==> src/tx_macproc_pkg.sv <==
`default_nettype none

package tx_macproc_pkg;

  localparam int DATA_WIDTH = 64;
  localparam int KEEP_WIDTH = 8;
  localparam int LEN_WIDTH = 13;
  localparam int ADDR_WIDTH = 32;
  localparam int HEAD_WIDTH = 64;
  localparam int BEAT_SHIFT = $clog2(KEEP_WIDTH);

  // dma header: address in the upper half, byte length at the bottom
  localparam int HEAD_ADDR_LSB = 32;

  typedef logic [DATA_WIDTH-1:0] data_t;
  typedef logic [KEEP_WIDTH-1:0] keep_t;
  typedef logic [LEN_WIDTH-1:0] len_t;
  typedef logic [ADDR_WIDTH-1:0] addr_t;
  typedef logic [7:0] qnum_t;
  typedef logic [15:0] qindex_t;
  typedef logic [HEAD_WIDTH-1:0] head_t;

  localparam len_t CPL_BYTES = len_t'(8);

  function automatic head_t make_head(input addr_t addr, input len_t len);
    head_t head;
    head = '0;
    head[HEAD_ADDR_LSB +: ADDR_WIDTH] = addr;
    head[LEN_WIDTH-1:0] = len;
    return head;
  endfunction

  // beats needed for len bytes, rounded up
  function automatic len_t beat_count(input len_t len);
    return (len >> BEAT_SHIFT) + len_t'(|len[BEAT_SHIFT-1:0]);
  endfunction

endpackage

`default_nettype wire

==> src/tx_desc_table.sv <==
`timescale 1ns/1ps
`default_nettype none

module tx_desc_table
  import tx_macproc_pkg::*;
#(
  parameter int DESC_TABLE_SIZE = 16
) (
  input  wire logic    clk,
  input  wire logic    rst_n,
  input  wire logic    desc_valid,
  input  wire qnum_t   desc_qnum,
  input  wire qindex_t desc_qindex,
  input  wire len_t    desc_len,
  input  wire addr_t   desc_dma_addr,
  input  wire addr_t   desc_cpl_addr,
  input  wire logic    req_done,
  input  wire logic    rsp_done,
  input  wire logic    trans_done,
  input  wire logic    cpl_done,
  input  wire logic    fin_done,
  output logic         desc_ready,
  output logic         req_pending,
  output addr_t        req_addr,
  output len_t         req_len,
  output len_t         trans_len,
  output len_t         cpl_len,
  output logic         cpl_pending,
  output qnum_t        cpl_qnum,
  output qnum_t        fin_qnum,
  output qindex_t      cpl_qindex,
  output addr_t        cpl_addr,
  output logic         fin_pending
);

  localparam int IDX_W = $clog2(DESC_TABLE_SIZE);
  localparam int PTR_W = IDX_W + 1;

  typedef logic [PTR_W-1:0] ptr_t;
  typedef logic [IDX_W-1:0] idx_t;

  // extra msb tells a full table from an empty one
  ptr_t start_ptr, req_ptr, trans_ptr, cpl_ptr, fin_ptr;
  ptr_t live_cnt;
  idx_t start_idx, req_idx, trans_idx, cpl_idx, fin_idx;
  logic start_en;

  qnum_t   qnum_mem     [DESC_TABLE_SIZE];
  qindex_t qindex_mem   [DESC_TABLE_SIZE];
  len_t    len_mem      [DESC_TABLE_SIZE];
  addr_t   dma_addr_mem [DESC_TABLE_SIZE];
  addr_t   cpl_addr_mem [DESC_TABLE_SIZE];

  assign start_idx = start_ptr[IDX_W-1:0];
  assign req_idx   = req_ptr[IDX_W-1:0];
  assign trans_idx = trans_ptr[IDX_W-1:0];
  assign cpl_idx   = cpl_ptr[IDX_W-1:0];
  assign fin_idx   = fin_ptr[IDX_W-1:0];

  // entries stay live until the queue manager takes the finish
  assign live_cnt   = start_ptr - fin_ptr;
  assign desc_ready = live_cnt < ptr_t'(DESC_TABLE_SIZE);
  assign start_en   = desc_valid && desc_ready;

  always_ff @(posedge clk) begin
    if (start_en) begin
      qnum_mem[start_idx]     <= desc_qnum;
      qindex_mem[start_idx]   <= desc_qindex;
      len_mem[start_idx]      <= desc_len;
      dma_addr_mem[start_idx] <= desc_dma_addr;
      cpl_addr_mem[start_idx] <= desc_cpl_addr;
    end
  end

  // ****************************************
  // stage pointers
  // ****************************************
  always_ff @(posedge clk or negedge rst_n) begin
    if (!rst_n) begin
      start_ptr <= '0;
      req_ptr   <= '0;
      trans_ptr <= '0;
      cpl_ptr   <= '0;
      fin_ptr   <= '0;
    end else begin
      if (start_en) begin
        start_ptr <= start_ptr + 1'b1;
      end
      if (req_done) begin
        req_ptr <= req_ptr + 1'b1;
      end
      if (trans_done) begin
        trans_ptr <= trans_ptr + 1'b1;
      end
      if (cpl_done) begin
        cpl_ptr <= cpl_ptr + 1'b1;
      end
      if (fin_done) begin
        fin_ptr <= fin_ptr + 1'b1;
      end
    end
  end

  assign req_pending = req_ptr != start_ptr;
  // record goes out once the frame has left for the mac
  assign cpl_pending = cpl_ptr != trans_ptr;
  assign fin_pending = fin_ptr != cpl_ptr;

  // entry fields at each stage pointer
  assign req_addr   = dma_addr_mem[req_idx];
  assign req_len    = len_mem[req_idx];
  assign trans_len  = len_mem[trans_idx];
  assign cpl_len    = len_mem[cpl_idx];
  assign cpl_qnum   = qnum_mem[cpl_idx];
  assign cpl_qindex = qindex_mem[cpl_idx];
  assign cpl_addr   = cpl_addr_mem[cpl_idx];
  assign fin_qnum   = qnum_mem[fin_idx];

endmodule

`default_nettype wire

==> src/tx_frame_fetch.sv <==
`timescale 1ns/1ps
`default_nettype none

module tx_frame_fetch
  import tx_macproc_pkg::*;
#(
  parameter int PKT_FIFO_DEPTH = 32
) (
  input  wire logic                            req_pending,
  input  wire addr_t                           req_addr,
  input  wire len_t                            req_len,
  input  wire logic [$clog2(PKT_FIFO_DEPTH):0] fifo_free,
  input  wire logic                            frame_req_ready,
  output logic                                 frame_req_valid,
  output logic                                 frame_req_last,
  output head_t                                frame_req_head,
  output logic                                 req_done,
  output len_t                                 req_beats
);

  logic room_ok;

  // whole frame must fit in the packet buffer before the read goes out
  assign req_beats = beat_count(req_len);
  assign room_ok   = req_beats <= len_t'(fifo_free);

  assign frame_req_valid = req_pending && room_ok;
  // single beat request
  assign frame_req_last  = frame_req_valid;
  assign frame_req_head  = make_head(req_addr, req_len);

  assign req_done = frame_req_valid && frame_req_ready;

endmodule

`default_nettype wire

==> src/tx_pkt_fifo.sv <==
`timescale 1ns/1ps
`default_nettype none

module tx_pkt_fifo
  import tx_macproc_pkg::*;
#(
  parameter int PKT_FIFO_DEPTH = 32
) (
  input  wire logic                        clk,
  input  wire logic                        rst_n,
  input  wire logic                        rsp_valid,
  input  wire logic                        rsp_last,
  input  wire data_t                       rsp_data,
  input  wire logic                        rd_en,
  input  wire logic                        req_done,
  input  wire len_t                        req_beats,
  output logic                             rsp_ready,
  output logic                             rsp_done,
  output logic                             out_valid,
  output logic                             out_last,
  output data_t                            out_data,
  output logic [$clog2(PKT_FIFO_DEPTH):0]  fifo_free
);

  localparam int AW = $clog2(PKT_FIFO_DEPTH);

  typedef logic [AW:0] cnt_t;

  data_t         data_mem [PKT_FIFO_DEPTH];
  logic          last_mem [PKT_FIFO_DEPTH];
  logic [AW-1:0] wr_ptr, rd_ptr;
  cnt_t          count;
  cnt_t          reserved;
  cnt_t          res_add;
  logic          wr_en;

  assign rsp_ready = count != cnt_t'(PKT_FIFO_DEPTH);
  assign wr_en     = rsp_valid && rsp_ready;
  assign rsp_done  = wr_en && rsp_last;

  // show-ahead read side
  assign out_valid = count != '0;
  assign out_data  = data_mem[rd_ptr];
  assign out_last  = last_mem[rd_ptr];

  // beats already requested but not yet written are not free
  assign res_add   = req_done ? cnt_t'(req_beats) : '0;
  assign fifo_free = cnt_t'(PKT_FIFO_DEPTH) - count - reserved;

  always_ff @(posedge clk) begin
    if (wr_en) begin
      data_mem[wr_ptr] <= rsp_data;
      last_mem[wr_ptr] <= rsp_last;
    end
  end

  always_ff @(posedge clk or negedge rst_n) begin
    if (!rst_n) begin
      wr_ptr   <= '0;
      rd_ptr   <= '0;
      count    <= '0;
      reserved <= '0;
    end else begin
      if (wr_en) begin
        wr_ptr <= wr_ptr + 1'b1;
      end
      if (rd_en) begin
        rd_ptr <= rd_ptr + 1'b1;
      end
      count    <= count + cnt_t'(wr_en) - cnt_t'(rd_en);
      // each written beat releases one reserved slot
      reserved <= reserved + res_add - cnt_t'(wr_en);
    end
  end

endmodule

`default_nettype wire

==> src/tx_mac_send.sv <==
`timescale 1ns/1ps
`default_nettype none

module tx_mac_send
  import tx_macproc_pkg::*;
(
  input  wire logic  out_valid,
  input  wire logic  out_last,
  input  wire data_t out_data,
  input  wire len_t  trans_len,
  input  wire logic  axis_ready,
  output logic       rd_en,
  output logic       axis_valid,
  output logic       axis_last,
  output data_t      axis_data,
  output keep_t      axis_data_be,
  output logic       trans_done
);

  logic [BEAT_SHIFT-1:0] tail_bytes;
  keep_t                 last_be;

  // bytes used in the final beat, zero means a full beat
  assign tail_bytes = trans_len[BEAT_SHIFT-1:0];

  always_comb begin
    if (tail_bytes == '0) begin
      last_be = '1;
    end else begin
      last_be = ~(keep_t'('1) << tail_bytes);
    end
  end

  assign axis_valid   = out_valid;
  assign axis_last    = out_valid && out_last;
  assign axis_data    = out_data;
  assign axis_data_be = axis_last ? last_be : '1;

  // pop on handshake
  assign rd_en      = axis_valid && axis_ready;
  assign trans_done = rd_en && axis_last;

endmodule

`default_nettype wire

==> src/tx_cpl_writer.sv <==
`timescale 1ns/1ps
`default_nettype none

module tx_cpl_writer
  import tx_macproc_pkg::*;
(
  input  wire logic    cpl_pending,
  input  wire len_t    cpl_len,
  input  wire qnum_t   cpl_qnum,
  input  wire qindex_t cpl_qindex,
  input  wire addr_t   cpl_addr,
  input  wire logic    cpl_wr_ready,
  input  wire logic    fin_pending,
  input  wire qnum_t   fin_qnum,
  input  wire logic    finish_ready,
  output logic         cpl_wr_valid,
  output logic         cpl_wr_last,
  output data_t        cpl_wr_data,
  output head_t        cpl_wr_head,
  output logic         cpl_done,
  output logic         finish_valid,
  output qnum_t        finish_qnum,
  output logic         fin_done
);

  data_t record;

  // ****************************************
  // completion record
  // ****************************************

  // frame_len 47:32, qindex 31:16, qnum 15:0
  always_comb begin
    record        = '0;
    record[47:32] = 16'(cpl_len);
    record[31:16] = cpl_qindex;
    record[15:0]  = 16'(cpl_qnum);
  end

  assign cpl_wr_valid = cpl_pending;
  // one beat per record
  assign cpl_wr_last  = cpl_wr_valid;
  assign cpl_wr_data  = record;
  assign cpl_wr_head  = make_head(cpl_addr, CPL_BYTES);
  assign cpl_done     = cpl_wr_valid && cpl_wr_ready;

  // ****************************************
  // queue finish
  // ****************************************
  assign finish_valid = fin_pending;
  assign finish_qnum  = fin_qnum;
  assign fin_done     = finish_valid && finish_ready;

endmodule

`default_nettype wire

==> src/tx_macproc.sv <==
`timescale 1ns/1ps
`default_nettype none

module tx_macproc
  import tx_macproc_pkg::*;
#(
  parameter int DESC_TABLE_SIZE = 16,
  parameter int PKT_FIFO_DEPTH  = 32
) (
  input  wire logic    clk,
  input  wire logic    rst_n,
  // descriptor input
  input  wire logic    tx_desc_valid,
  input  wire qnum_t   tx_desc_qnum,
  input  wire qindex_t tx_desc_qindex,
  input  wire len_t    tx_desc_frame_len,
  input  wire addr_t   tx_desc_dma_addr,
  input  wire addr_t   tx_desc_cpl_addr,
  output logic         tx_desc_ready,
  // dma read request
  output logic         tx_frame_req_valid,
  output logic         tx_frame_req_last,
  output head_t        tx_frame_req_head,
  input  wire logic    tx_frame_req_ready,
  // dma read response
  input  wire logic    tx_frame_rsp_valid,
  input  wire logic    tx_frame_rsp_last,
  input  wire data_t   tx_frame_rsp_data,
  output logic         tx_frame_rsp_ready,
  // mac stream
  output logic         axis_tx_valid,
  output logic         axis_tx_last,
  output data_t        axis_tx_data,
  output keep_t        axis_tx_data_be,
  input  wire logic    axis_tx_ready,
  // completion write
  output logic         tx_cpl_wr_valid,
  output logic         tx_cpl_wr_last,
  output data_t        tx_cpl_wr_data,
  output head_t        tx_cpl_wr_head,
  input  wire logic    tx_cpl_wr_ready,
  // queue finish
  output logic         tx_cpl_finish_valid,
  output qnum_t        tx_cpl_finish_qnum,
  input  wire logic    tx_cpl_finish_ready
);

  logic    req_pending, cpl_pending, fin_pending;
  logic    req_done, rsp_done, trans_done, cpl_done, fin_done;
  addr_t   req_addr, cpl_addr;
  len_t    req_len, trans_len, cpl_len, req_beats;
  qnum_t   cpl_qnum, fin_qnum;
  qindex_t cpl_qindex;
  logic    [$clog2(PKT_FIFO_DEPTH):0] fifo_free;
  logic    fifo_rd, fifo_valid, fifo_last;
  data_t   fifo_data;

  // ****************************************
  // shared descriptor table
  // ****************************************
  tx_desc_table #(
    .DESC_TABLE_SIZE(DESC_TABLE_SIZE)
  ) i_desc_table (
    .clk          (clk),
    .rst_n        (rst_n),
    .desc_valid   (tx_desc_valid),
    .desc_qnum    (tx_desc_qnum),
    .desc_qindex  (tx_desc_qindex),
    .desc_len     (tx_desc_frame_len),
    .desc_dma_addr(tx_desc_dma_addr),
    .desc_cpl_addr(tx_desc_cpl_addr),
    .req_done     (req_done),
    .rsp_done     (rsp_done),
    .trans_done   (trans_done),
    .cpl_done     (cpl_done),
    .fin_done     (fin_done),
    .desc_ready   (tx_desc_ready),
    .req_pending  (req_pending),
    .req_addr     (req_addr),
    .req_len      (req_len),
    .trans_len    (trans_len),
    .cpl_len      (cpl_len),
    .cpl_pending  (cpl_pending),
    .cpl_qnum     (cpl_qnum),
    .fin_qnum     (fin_qnum),
    .cpl_qindex   (cpl_qindex),
    .cpl_addr     (cpl_addr),
    .fin_pending  (fin_pending)
  );

  // ****************************************
  // frame path
  // ****************************************
  tx_frame_fetch #(
    .PKT_FIFO_DEPTH(PKT_FIFO_DEPTH)
  ) i_frame_fetch (
    .req_pending    (req_pending),
    .req_addr       (req_addr),
    .req_len        (req_len),
    .fifo_free      (fifo_free),
    .frame_req_ready(tx_frame_req_ready),
    .frame_req_valid(tx_frame_req_valid),
    .frame_req_last (tx_frame_req_last),
    .frame_req_head (tx_frame_req_head),
    .req_done       (req_done),
    .req_beats      (req_beats)
  );

  tx_pkt_fifo #(
    .PKT_FIFO_DEPTH(PKT_FIFO_DEPTH)
  ) i_pkt_fifo (
    .clk      (clk),
    .rst_n    (rst_n),
    .rsp_valid(tx_frame_rsp_valid),
    .rsp_last (tx_frame_rsp_last),
    .rsp_data (tx_frame_rsp_data),
    .rd_en    (fifo_rd),
    .req_done (req_done),
    .req_beats(req_beats),
    .rsp_ready(tx_frame_rsp_ready),
    .rsp_done (rsp_done),
    .out_valid(fifo_valid),
    .out_last (fifo_last),
    .out_data (fifo_data),
    .fifo_free(fifo_free)
  );

  tx_mac_send i_mac_send (
    .out_valid   (fifo_valid),
    .out_last    (fifo_last),
    .out_data    (fifo_data),
    .trans_len   (trans_len),
    .axis_ready  (axis_tx_ready),
    .rd_en       (fifo_rd),
    .axis_valid  (axis_tx_valid),
    .axis_last   (axis_tx_last),
    .axis_data   (axis_tx_data),
    .axis_data_be(axis_tx_data_be),
    .trans_done  (trans_done)
  );

  // completion and finish
  tx_cpl_writer i_cpl_writer (
    .cpl_pending (cpl_pending),
    .cpl_len     (cpl_len),
    .cpl_qnum    (cpl_qnum),
    .cpl_qindex  (cpl_qindex),
    .cpl_addr    (cpl_addr),
    .cpl_wr_ready(tx_cpl_wr_ready),
    .fin_pending (fin_pending),
    .fin_qnum    (fin_qnum),
    .finish_ready(tx_cpl_finish_ready),
    .cpl_wr_valid(tx_cpl_wr_valid),
    .cpl_wr_last (tx_cpl_wr_last),
    .cpl_wr_data (tx_cpl_wr_data),
    .cpl_wr_head (tx_cpl_wr_head),
    .cpl_done    (cpl_done),
    .finish_valid(tx_cpl_finish_valid),
    .finish_qnum (tx_cpl_finish_qnum),
    .fin_done    (fin_done)
  );

endmodule

`default_nettype wire

==> config.mk <==
export PLATFORM = sky130hd
export DESIGN_NAME = tx_macproc
export DESIGN_NICKNAME = d
export VERILOG_FILES = /design/src/tx_macproc_pkg.sv /design/src/tx_desc_table.sv /design/src/tx_frame_fetch.sv /design/src/tx_pkt_fifo.sv /design/src/tx_mac_send.sv /design/src/tx_cpl_writer.sv /design/src/tx_macproc.sv
export SDC_FILE = /design/constraint.sdc
export NUM_CORES = 2
export LEC_CHECK = 0
export BUFFER_PORTS_ARGS = -buffer_cell sky130_fd_sc_hd__buf_2
export CORE_AREA = 8 8 565 789
export CTS_BUF_LIST = sky130_fd_sc_hd__clkbuf_8
export DETAILED_ROUTE_END_ITERATION = 10
export DIE_AREA = 0 0 573 797
export HOLD_SLACK_MARGIN = 0.05
export SYNTH_ARGS = -nofsm -noshare
export SYNTH_HDL_FRONTEND = slang
export SYNTH_HIERARCHICAL = 1
export SYNTH_SLANG_ARGS = --single-unit
export TNS_END_PERCENT = 50
==> constraint.sdc <==
create_clock -name clk -period 14.5 [get_ports clk]
set_input_delay 2.9 -clock clk [delete_from_list [all_inputs] [get_ports clk]]
set_output_delay 2.9 -clock clk [all_outputs]
set_load 0.02 [all_outputs]
==> results.ini <==
[run_status]
status = completed

[floorplan]
start_util_pct = 34.49
core_area_sq_um = 434500
die_x_microns = 573
fp.dieH_microns = 797
dieArea_sq_um = 456700
io_pins = 455
rows = 287

[job]
cap_violations = 0

[worst_setup_path]
cp.arrival_ps = 7020
cp_common_cell = ha_1
cp_max_fo = 33
crit_type = flip-flop to primary output
path_buf_inv = 2
cp-end-kind = primary output
crit_path_cell_trace = buf_4, mux4_2, nor2b_1, a211oi_1, a21oi_1, or3_1, ha_1, ha_1, nand3_1, xnor2_1, ha_1, a211oi_1, a21oi_1, nor4_1, buf_2
cp.required_ps = 11600
cp-start-kind = flip-flop
cp_top_family = simple AND/OR/NAND/NOR gates
critPathMaxStageDelay_ps = 1140
slowest_stage = nor4_1

[global_route]
grt_max_degree = 145
antenna_found_initial = 98
grtUsageTotal_pct = 16.62
grt_pass1_vias = 76390
grt_pass1_wl_microns = 554100
gr-total-overflow = 0

[synth]
ys_warn_count = 6
synth.avg_cell_area_sq_um = 21.76
synth_cells = 6886
netlist_area_sq_um = 149800

[placement]
placed_area_sq_um = 156500
place_inst = 12620
gp_congestion = 0.7528
dp_hpwl_microns = 207300
preCtsSetupSlack_ps = 5722
port_buffers = 375

[route]
drt_pass1_iterations = 7
finalWirelength_microns = 392600
drt-wirelength-per-cell_microns = 28.72
ant_nets = 0
drcViolationCount = 0
vias = 72180
drt_iter0_markers = 7115
vias_per_cell = 5.279

[finish]
finish.utilization_pct = 38.42
drive_gt1_share_pct = 29.81
fin_area_sq_um = 166900
layout_commonest_cell = edfxtp_1
layout_common_cells = edfxtp_1 (3696), mux4_2 (921), clkbuf_8 (584)
fin_nets = 7643
area_growth_syn_to_layout_pct = 11.41
instances_no_fill = 13670
fillCellCount = 39040

[sta]
worstMarginPinSlew_ps = 1376
rsz0062_at_grt = no
maxSlewHeadroom_pct = 8.061
hold_violations = 0
setup_slack_ps = 4584
period_needed_ps = 9916
finalSetupViolCount = 0
clock_skew_ps = 109.9
post-route-period-util_pct = 68.39
drv_slew = 0
timing.fmax_mhz = 100.8

[clock_tree]
clk_pin_slew_ps = 60
clkSinkCount = 3743
numCtsBuffers = 572
cts_max_path_buffers = 4
hold_buffers = 0
postCtsResizedCells = 0
cts_max_level = 6
clk_latency_ps = 1190
clockRootBuffer = clkbuf_8
cts_tree = done
cts_setup_buffers = 0

[power_and_ir_drop]
cellLeakagePower_nw = 53.10
power_mw = 32.36
ir_worst_vdd_uv = 181.3
pwr_density_cell_nw_per_um2 = 193.8

[hold_path]
worstHoldPathType = flip-flop to flip-flop

layout make-up:
cell class	count	area, sq um	area share, %
Multi-Input combinational cell	2504	33620	20.14
Sequential cell	3743	112200	67.22
Timing Repair Buffer	542	3243	1.943
Antenna cell	39	97.59	0.05846
Clock inverter	432	2308	1.383
Clock buffer	584	8038	4.815
Tap cell	5780	7232	4.332
Inverter	49	183.9	0.1102
power breakdown:
part / leakage, nW / switching (mW) / total (mW) / internal [mW]
Sequential: 33.8 / 0.539 / 13.3 / 12.8
Clock: 5.87 / 4.17 / 8.08 / 3.91
Combinational: 13.4 / 6.55 / 10.9 / 4.40
state kept, by name, indices dropped and copies added, names as in the netlist, 6 cells and up:
name / flops
i_desc_table/cpl_addr_mem: 512
i_desc_table/qindex_mem: 256
i_pkt_fifo/last_mem: 32
i_pkt_fifo/reserved: 6
i_pkt_fifo/data_mem: 2048
i_desc_table/qnum_mem: 128
i_pkt_fifo/count: 6
i_desc_table/dma_addr_mem: 512
i_desc_table/len_mem: 208
stage by stage:
| step | hold WS, ps | TNS [ps] |
|---|---|---|
| 6_report | 488.0 | 0 |
| 5_1_grt | 523.9 | 0 |
| 4_1_cts | 493.4 | 0 |
| 3_5_place_dp | 484.5 | 0 |
| 3_3_place_gp | 482.5 | 0 |
| 2_1_floorplan | 464.1 | -13470 |
layer usage:
metal	track usage, %	wire length [microns]
met2	29.55	201500
met3	4.111	31160
met1	19.91	147400
met5	0	494
met4	5.153	12050
path summary, 6_finish.rpt:
kind / depth (start not counted) / slack (ps) / from / endpoint
worst max-delay path: 15 / 4580 / i_desc_table/req_ptr[0] / tx_frame_req_valid
worst min-delay path: 1 / 490 / i_desc_table/trans_ptr[4] / i_desc_table/trans_ptr[4]
worst max register to register: 23 / 7870 / i_desc_table/req_ptr[0] / i_pkt_fifo/reserved[4]
worst min register to register: 1 / 490 / i_desc_table/trans_ptr[4] / i_desc_table/trans_ptr[4]
max in group asynchronous: 2 / 11880 / rst_n / i_desc_table/req_ptr[2]
min in group asynchronous: 2 / 1960 / rst_n / i_pkt_fifo/rd_ptr[0]
Note: power is estimated with default switching activity, not from simulation.
